==> config.mk <==
export PLATFORM = sky130hd
export DESIGN_NAME = hv_binder
export DESIGN_NICKNAME = d
export VERILOG_FILES = /design/src/hdc_pkg.sv /design/src/hv_binder.sv
export SDC_FILE = /design/constraint.sdc
export NUM_CORES = 1
export LEC_CHECK = 0
export BUFFER_PORTS_ARGS = -buffer_cell sky130_fd_sc_hd__buf_2
export CAP_MARGIN = 30
export CORE_AREA = 3 3 480 482
export CTS_BUF_LIST = sky130_fd_sc_hd__clkbuf_4
export CTS_CLUSTER_DIAMETER = 40
export CTS_CLUSTER_SIZE = 24
export DETAILED_ROUTE_END_ITERATION = 10
export DIE_AREA = 0 0 483 485
export GPL_ROUTABILITY_DRIVEN = 1
export SLEW_MARGIN = 20
export SYNTH_ARGS = -nofsm -noshare
export SYNTH_HDL_FRONTEND = slang
export SYNTH_SLANG_ARGS = --single-unit
==> constraint.sdc <==
create_clock -name clk -period 0.8 [get_ports clk]
set_input_delay 0 -clock clk [delete_from_list [all_inputs] [get_ports clk]]
set_output_delay 0 -clock clk [all_outputs]
set_load 0.1 [all_outputs]
==> src/hdc_pkg.sv <==
package hdc_pkg;

    // default geometry, the top level overrides and passes these down.
    localparam int DIM   = 64;  // hypervector width.
    localparam int LANES = 8;   // feature lanes per sample.
    localparam int WORD  = 16;  // stream slice width.

    // longest frame the vote counters are sized for.
    localparam int MAX_UPDATES = 32;

    // ones-count and lane total never exceed MAX_UPDATES * LANES.
    localparam int CNT_W = $clog2(MAX_UPDATES * LANES + 1);

    // lane_count runs from 1 to LANES.
    localparam int LC_W = $clog2(LANES + 1);

    // slice select for the stream port.
    localparam int ADDR_W = (DIM / WORD > 1) ? $clog2(DIM / WORD) : 1;

    // one input sample as driven with update.
    typedef struct packed {
        logic [LANES-1:0][DIM-1:0] lanes;       // feature hypervectors, lane 0 in the low bits.
        logic [LC_W-1:0]           lane_count;  // lanes 0 .. lane_count-1 are valid.
        logic                      first;       // opens a frame.
        logic                      last;        // closes a frame.
        logic [DIM-1:0]            tie;         // tie breakers, only read with last.
    } sample_t;

    // binder output, same layout with the lanes already bound.
    typedef struct packed {
        logic [LANES-1:0][DIM-1:0] lanes;       // invalid lanes are zero here.
        logic [LC_W-1:0]           lane_count;
        logic                      first;
        logic                      last;
        logic [DIM-1:0]            tie;
    } bound_t;

endpackage

==> src/hv_binder.sv <==
`timescale 1ns/100ps

module hv_binder #(
    parameter int DIM   = hdc_pkg::DIM,
    parameter int LANES = hdc_pkg::LANES
) (
    input  logic             clk,
    input  logic             arst_n,
    input  logic             update,
    input  hdc_pkg::sample_t sample,
    input  logic [DIM-1:0]   key,
    output logic             bound_valid,
    output hdc_pkg::bound_t  bound
);

    hdc_pkg::bound_t bound_nxt;
    logic [LANES-1:0][DIM-1:0] pos_key;

    // position key of lane i is the base key rotated left by i.
    always_comb begin
        for (int i = 0; i < LANES; i++) begin
            pos_key[i] = (key << i) | (key >> (DIM - i));  // the right shift is empty for i = 0.
        end
    end

    // bind the valid lanes and clear the rest, so the counters see plain ones.
    always_comb begin
        bound_nxt.lane_count = sample.lane_count;
        bound_nxt.first      = sample.first;
        bound_nxt.last       = sample.last;
        bound_nxt.tie        = sample.tie;
        for (int i = 0; i < LANES; i++) begin
            if (i < sample.lane_count) begin
                bound_nxt.lanes[i] = sample.lanes[i] ^ pos_key[i];
            end else begin
                bound_nxt.lanes[i] = '0;
            end
        end
    end

    always_ff @(posedge clk or negedge arst_n) begin
        if (!arst_n) begin
            bound_valid <= 1'b0;
        end else begin
            bound_valid <= update;
        end
    end

    // markers and tie ride along with the lanes, one sample per stage.
    always_ff @(posedge clk) begin
        if (update) begin
            bound <= bound_nxt;
        end
    end

endmodule

==> results of run 1 <==
==> cells by family after synthesis <==
group / count (synthesis) / synth area share (%)
compound gates: 68 / 1.46
xor+xnor: 512 / 18.2
buf+inv: 124 / 2.20
flops: 583 / 71.1
simple gates: 451 / 6.98
==> through the flow <==
stage                     hold slack (ns)  utilization (%)  cells
after detailed placement           -0.222             19.9   6067
after global placement             -0.223             19.9   6067
after floorplan                    -0.296                -   1738
==> impl_summary.txt, run 1 <==
----------------------------------------------------
[Placement]
  Setup Slack @ Placement ... -0.693 ns
  Placer Congestion ... 0.911
  Total cell area at the placement stage ... 45200 µm²
  Input/output buffers ... 1231
  Detailed placer's ending HPWL ... 155000 µm

[Yosys]
  Syn_area_per_cell ... 14.2 µm²
  Syn Std Cell Area ... 24600 µm²
  Top cell type's share of synthesized area ... 71.0%
  Number of distinct standard cells referenced by the synthesized netlist ... 17
  Share of flip-flops with an asynchronous set or reset after synthesis ... 0.172%
  Most frequently used cell type in the post-synthesis netlist ... edfxtp_1
  Net count after synthesis ... 2387
  Proportion of synthesized chip area in sequential cells ... 71.1%
  Yosys warning count ... 0
  Register bit count reported by yosys ... 583
  Most frequent cells after synthesis ... edfxtp_1 (582), xnor2_1 (512), nor2_1 (449)
  Cell types with the largest area share after synthesis ... edfxtp_1 (71%), xnor2_1 (18%), nor2_1 (6.9%)
  Most frequently used flop master after synthesis ... edfxtp_1
  Cell taking the most area after synthesis ... edfxtp_1
  Synth Instances ... 1738
  Count of flip-flops with a built-in enable after synthesis ... 582

[Clocking]
  Cts bufs inserted ... 114
  Root buffer cell ... clkbuf_4
  TritonCTS Sinks ... 583
  Htree depth ... 3
  Cts repair resizes ... 0
  Post-CTS Setup Inserts ... 0
  Hold-fix buffer count after cts ... 1257
  Maximum buffer depth of the clock tree ... 3

[Die]
  Die Span X ... 483 µm
  Effective utilization at floorplan ... 10.8%
  Die boundary height ... 485 µm
  Top-Level Pins ... 1232
  Number of rows in the core area ... 175

[Run status]
  Result of the run ... aborted with a tool error
  Error message ... [ERROR RSZ-0060] Max buffer count reached.
  Last flow stage reached ... clock tree synthesis

----------------------------------------------------
==> run 2: changes to the inputs <==
Settings changed: CORE_AREA 3 3 480 482 to 3 3 479 481, CTS_BUF_LIST sky130_fd_sc_hd__clkbuf_4 to unset, CTS_CLUSTER_DIAMETER 40 to unset, CTS_CLUSTER_SIZE 24 to unset, DIE_AREA 0 0 483 485 to 0 0 482 484, PLACE_DENSITY_LB_ADDON set to 0.15.
==> run 2 against run 1 <==
Effect of this change:
- the flow now finishes, with violations (hold timing, setup timing)
- synthesized cell count unchanged
- area after synthesis unchanged
==> impl_summary.txt, run 2 <==
----------------------------------------------------
[Layout]
  Final design utilization ... 24.8%
  Most flop-heavy register ... bound
  Largest registers ... bound: 582 flops, bound_valid: 1 flops
  Most common library cell in the layout ignoring fill and taps ... dlygate4sd3_1
  Post-route design area ... 55800 µm²
  Flip-flop count of the largest register after layout ... 582
  Fraction of layout instances using a drive strength above 1 ... 40.7%
  Relative area change from synthesis to final layout ... 127%
  Top library cells by usage in the layout, fill and taps aside ... dlygate4sd3_1 (711), buf_12 (674), buf_2 (647), edfxtp_1 (582), xnor2_1 (510)
  Net count, final ... 4561

[Clocking]
  CTS tree ... built
  Maximum buffer depth of the clock tree ... 3
  Htree depth ... 3
  Root buffer cell ... clkbuf_16
  TritonCTS Sinks ... 583
  Clock transition at path regs ... 0.06 ns
  Cts bufs inserted ... 84

[Timing]
  Worst slew margin relative to its limit ... 50.9%
  Max-slew violation count ... 0
  Unrepaired setup endpoints after global routing ... true
  Number of setup violations in the final report ... 699
  Fin crit share ... 188%
  Crit path time final ... 1.50 ns
  Worst hold margin ... -0.0594 ns
  Final hold violation count ... 14
  Fin worst setup slack ... -0.702 ns
  Worst Max-Slew Pin Slew ... 0.736 ns
  Upper clock frequency limit ... 0.666 GHz

[Placement]
  Placer Congestion ... 0.807
  Setup Slack @ Placement ... -0.746 ns
  Detailed placer's ending HPWL ... 136000 µm
  Input/output buffers ... 1231
  Total cell area at the placement stage ... 45900 µm²

[Die]
  Top-Level Pins ... 1232
  Die Span X ... 482 µm
  Number of rows in the core area ... 174
  Effective utilization at floorplan ... 10.9%
  Die boundary height ... 484 µm
  Die area ... 233000 µm²
  Core region area ... 225000 µm²

[GRT]
  Total gr overflow ... 0
  Wire length of the first global-routing pass ... 217000 µm
  Tot GR Track Use ... 13.7%
  Antenna violations before repair ... 48
  Number of global-route vias before repair ... 24300
  Pin count of the biggest net entering global routing ... 40

[Power and ir drop]
  Power per cell area ... 2260 nW/µm²
  Worst voltage drop across the vdd grid ... 1.35 mV
  Leakage power ... 0.0218 µW

[Route]
  Via-per-instance ratio ... 3.18
  1st-pass router iterations ... 5
  Wire per inst ... 23.9 µm
  Detail Route Antenna Nets ... 0
  Number of DRC markers in iteration 0 ... 847
  Overall via count from detail_route ... 22200
  DRC Markers ... 0
  Post-detailed-routing wire length ... 167000 µm

[Critical path]
  Critical path class ... register to output pin
  Crit. End Element ... output pin
  CP Launch Type ... register
  CP arrival ... 1.50 ns
  Highest fanout seen on the critical path ... 1
  Required time reported for the critical path endpoint ... 0.80 ns

[Yosys]
  Most frequent cells after synthesis ... edfxtp_1 (582), xnor2_1 (512), nor2_1 (449)
  Share of flip-flops with an asynchronous set or reset after synthesis ... 0.172%
  Synth Instances ... 1738
  Syn_area_per_cell ... 14.2 µm²
  Most frequently used flop master after synthesis ... edfxtp_1
  Largest family of logic cells by synthesized area ... XOR/XNOR gates
  Register bit count reported by yosys ... 583
  Syn Std Cell Area ... 24600 µm²
  Yosys warning count ... 0
  Count of flip-flops with a built-in enable after synthesis ... 582
  Share of synthesized cell area in and, or, nand and nor gates ... 6.98%
  Proportion of synthesized chip area in sequential cells ... 71.1%
  Area share of xor/xnor cells in the synthesized design ... 18.2%
  Cell taking the most area after synthesis ... edfxtp_1
  Top cell type's share of synthesized area ... 71.0%
  Most frequently used cell type in the post-synthesis netlist ... edfxtp_1
  Number of distinct standard cells referenced by the synthesized netlist ... 17
  Cell types with the largest area share after synthesis ... edfxtp_1 (71%), xnor2_1 (18%), nor2_1 (6.9%)
  Multiplexer share of the synthesized area ... 0%
  Post-Synth Adder-Cell Area ... 0%
  Synthesized-area fraction occupied by ao, oa, aoi and oai cells ... 1.46%
  Net count after synthesis ... 2387

[Run status]
  Result of the run ... finished with violations
  Violations in the final reports ... hold timing, setup timing

[Hold path]
  Class of the worst hold path ... primary input to register

[Flow run]
  Max-cap viol count ... 0

----------------------------------------------------
-- run 2: cell counts after synthesis --
No cell type changed its count.
-- run 2: repair_timing --
| item | CTS | global route |
|---|---|---|
| setup endpoints to repair | 583 | 942 |
| setup buffers | 0 | 2 |
| hold endpoints to repair | 1103 | 48 |
| pin swaps | 0 | 2 |
| gates resized for setup | 0 | 18 |
| hold buffers | 717 | 11 |
| gates cloned | 0 | 2 |
-- run 2: power breakdown --
group	total, µW	switching, µW	internal, µW
registers	40300	2710	37600
clock network	37000	15700	21200
logic	49100	30900	18200
total	126000	49400	77000
-- run 2: layer usage --
metal	up-vias	wire length, µm	GRT usage (%)
met5	-	172	0
met4	28	4650	4.15
met3	214	16000	5.44
met2	1027	80500	23.5
met1	10700	65300	15.7
li1	10200	-	-
-- run 2: worst paths after layout --
check,end,cells after the start,startpoint
min,bound[236],3,key[36]
max in group asynchronous,bound_valid,4,arst_n
min in group asynchronous,bound_valid,4,arst_n
max,bound[69],2,bound[69]
-- run 2: cell families (layout without fill, tap and decap cells) --
kind of cell              Yosys count  after routing
buffers and inverters             124           2360
DFF                               583            583
xor gates and xnor gates          512            512
AOI/OAI and AO/OA                  68             68
and+or+nand+nor                   451            451
other                               0             19
-- run 2: area by class of cell --
class,instances,area (µm²)
Inverter,1,8.76
Multi-Input combinational cell,1031,6620
Timing Repair Buffer,2211,25300
Antenna cell,19,47.5
Tap cell,2992,3740
Fill cell,23800,169000
Clock inverter,36,370
Sequential cell,583,17500
Clock buffer,112,2230
-- run 2: worst max-delay path, cell delays in order (launching register included) --
cell,delay (ns)
edfxtp_1,0.45
buf_12,0.17
buf_12,0.14
-- run 2: per-stage QoR --
stage | setup TNS (ns) | instances | power [µW]
3_5_place_dp | -386.90 | 6096 | 87700
5_1_grt | -354.18 | 6975 | 131000
6_report | -304.20 | 6985 | 126000
3_3_place_gp | -379.94 | 6096 | 87700
4_1_cts | -527.52 | 6961 | 129000
2_1_floorplan | -205.90 | 1738 | 65000
No activity file was read; power rests on OpenSTA's default activity.
==> run 3: changes to the inputs <==
Settings changed: RECOVER_POWER set to 100.
==> run 3 against run 2 <==
Effect of this change:
- the flow still finishes with violations (hold timing, setup timing)
- final area down 0.85%
- die area unchanged
- sequential share of layout area is 0.27 points higher
- critical path depth unchanged
- combinational power about the same
- clock power hardly changed
- fmax about the same
- routed wire length hardly changed
- global-route usage is the same
- largest power group unchanged
- highest routed layer unchanged
==> impl_summary.txt, run 3 (same netlist as run 2, synthesis figures left out) <==
----------------------------------------------------
[GRT]
  Wire length of the first global-routing pass ... 217000 µm
  Number of global-route vias before repair ... 24300
  Met2 GRT Util ... 23.5%
  Pin count of the biggest net entering global routing ... 40
  Global routing usage on met3 ... 5.44%
  Most Used Layer, Global Route ... met2
  Antenna violations before repair ... 48
  Tot GR Track Use ... 13.7%
  Met1 capacity usage during global routing ... 15.7%
  Total gr overflow ... 0

[Layout]
  Largest registers ... bound: 582 flops, bound_valid: 1 flops
  Flip-flop count of the largest register after layout ... 582
  Fraction of layout instances using a drive strength above 1 ... 40.0%
  Relative area change from synthesis to final layout ... 125%
  Net count, final ... 4561
  Final design utilization ... 24.6%
  Filler Cell Count ... 23900
  Most flop-heavy register ... bound
  Most common library cell in the layout ignoring fill and taps ... dlygate4sd3_1
  Top library cells by usage in the layout, fill and taps aside ... dlygate4sd3_1 (711), buf_12 (644), buf_2 (623), edfxtp_1 (582), xnor2_1 (510)

[Timing]
  Unrepaired setup endpoints after global routing ... true
  Fin worst setup slack ... -0.701 ns
  Worst slew margin relative to its limit ... 51.0%
  Final hold violation count ... 13
  Crit path time final ... 1.50 ns
  Worst hold margin ... -0.0605 ns
  Upper clock frequency limit ... 0.666 GHz
  Worst Max-Slew Pin Slew ... 0.735 ns
  Fin crit share ... 188%
  Max-slew violation count ... 0
  Number of setup violations in the final report ... 1299

[Power and ir drop]
  Portion of total power attributed to combinational logic ... 38.7%
  Worst voltage drop across the vdd grid ... 1.35 mV
  Flop pwr share ... 32.0%
  Leakage power ... 0.0216 µW
  Net Sw Power ... 49300 µW
  Switching portion of total power ... 39.1%
  Power per cell area ... 2280 nW/µm²
  Int Power ... 76700 µW
  Clock network fraction of design power ... 29.3%
  Sum of internal, switching and leakage power ... 126000 µW

[Die]
  Die boundary height ... 484 µm
  Effective utilization at floorplan ... 10.9%
  Number of rows in the core area ... 174
  Top-Level Pins ... 1232
  Die Span X ... 482 µm
  Core region area ... 225000 µm²
  Die area ... 233000 µm²

[Route]
  Overall via count from detail_route ... 22200
  Number of DRC markers in iteration 0 ... 799
  Post-detailed-routing wire length ... 167000 µm
  Wire per inst ... 23.9 µm
  1st-pass router iterations ... 5
  DRC Markers ... 0
  Via-per-instance ratio ... 3.19
  Detail Route Antenna Nets ... 0

[Clocking]
  Clock transition at path regs ... 0.06 ns
  Cts bufs inserted ... 84
  Htree depth ... 3
  Root buffer cell ... clkbuf_16
  Maximum buffer depth of the clock tree ... 3
  TritonCTS Sinks ... 583
  CTS tree ... built

[Critical path]
  Critical path class ... register to output pin
  Cell occurring most often along the worst timing path ... buf_12
  CP Launch Type ... register
  Crit. End Element ... output pin
  CP arrival ... 1.50 ns
  Required time reported for the critical path endpoint ... 0.80 ns
  Largest stage delay on the critical path ... 0.45 ns
  Highest fanout seen on the critical path ... 1
  Cell breakdown of the critical path ... buf_12, buf_12
  Slowest cell on the critical path ... edfxtp_1

[Flow run]
  Max-cap viol count ... 0

[Placement]
  Input/output buffers ... 1231
  Setup Slack @ Placement ... -0.746 ns
  Placer Congestion ... 0.807
  Detailed placer's ending HPWL ... 136000 µm

[Run status]
  Violations in the final reports ... hold timing, setup timing
  Result of the run ... finished with violations

[Hold path]
  Min-Delay Endpoint ... bound[491]
  Class of the worst hold path ... primary input to register
  Hold path startpoint ... key[31]
  Worst Hold Depth ... 3

----------------------------------------------------
==> run 3: cell types whose count changed in the layout (fill, tap and decap cells not counted), sizes merged <==
cell	change
clkinvlp	+1
dlymetal6s2s	+1
buf	-64
inv	-1
clkbuf	+63
==> run 3: metal layers <==
metal,vias up,wire length [µm]
met4,28,4600
met3,211,16000
met1,10800,65300
met2,1018,80700
met5,-,169
li1,10200,-
==> run 3: how the worst max path moves through the flow <==
stage	start	end	slack [ns]	cells past startpoint
finish	bound[69]	bound[69]	-0.70	2
floorplan	sample[68]	bound[86]	-0.36	4
global placement	sample[69]	bound[552]	-0.73	6
detailed placement	sample[68]	bound[112]	-0.75	5
CTS	bound[69]	bound[69]	-0.86	2
global route	bound[111]	bound[111]	-0.81	1
==> run 3: power groups by stage <==
stage	logic (µW)	clock network [µW]	registers [µW]
2_1_floorplan	4100	0	60900
3_3_place_gp	46700	0	41000
3_5_place_dp	46700	0	41000
4_1_cts	49900	38900	40400
5_1_grt	50600	39800	40600
6_report	48800	36900	40300
==> run 3: final cells by class <==
cell class / count / area (µm²) / share of cell area, %
antenna: 19 / 47.5 / 0.0860
clock buffer: 112 / 2230 / 4.03
clock inverter: 36 / 370 / 0.670
inverter: 1 / 7.51 / 0.0136
multi-input combinational: 1031 / 6570 / 11.9
sequential: 583 / 17500 / 31.6
tap: 2992 / 3740 / 6.77
timing repair buffer: 2211 / 24800 / 44.9
==> run 3: timing repair <==
action / CTS / global route
cloned: 0 / 2
resized for setup: 0 / 18
endpoints found under the setup margin: 583 / 942
setup buffers: 0 / 2
endpoints found under the hold margin: 1103 / 48
pin swaps: 0 / 2
hold buffers: 717 / 11
==> run 3: worst max-delay path: cells and delay by family, from the launching register on <==
| kind | cells | cell delay (ns) |
|---|---|---|
| flip-flops | 1 | 0.45 |
| buffers and inverters | 2 | 0.31 |
==> run 3: stage by stage <==
| step | instances | setup TNS (ns) | area (µm²) |
|---|---|---|---|
| after detailed placement | 6096 | -386.90 | 45900 |
| final | 6985 | -443.94 | 55300 |
| after global routing | 6975 | -526.85 | 55300 |
| after CTS | 6961 | -527.52 | 55700 |
| after global placement | 6096 | -379.94 | 45900 |
| after floorplan | 1738 | -205.90 | 24600 |
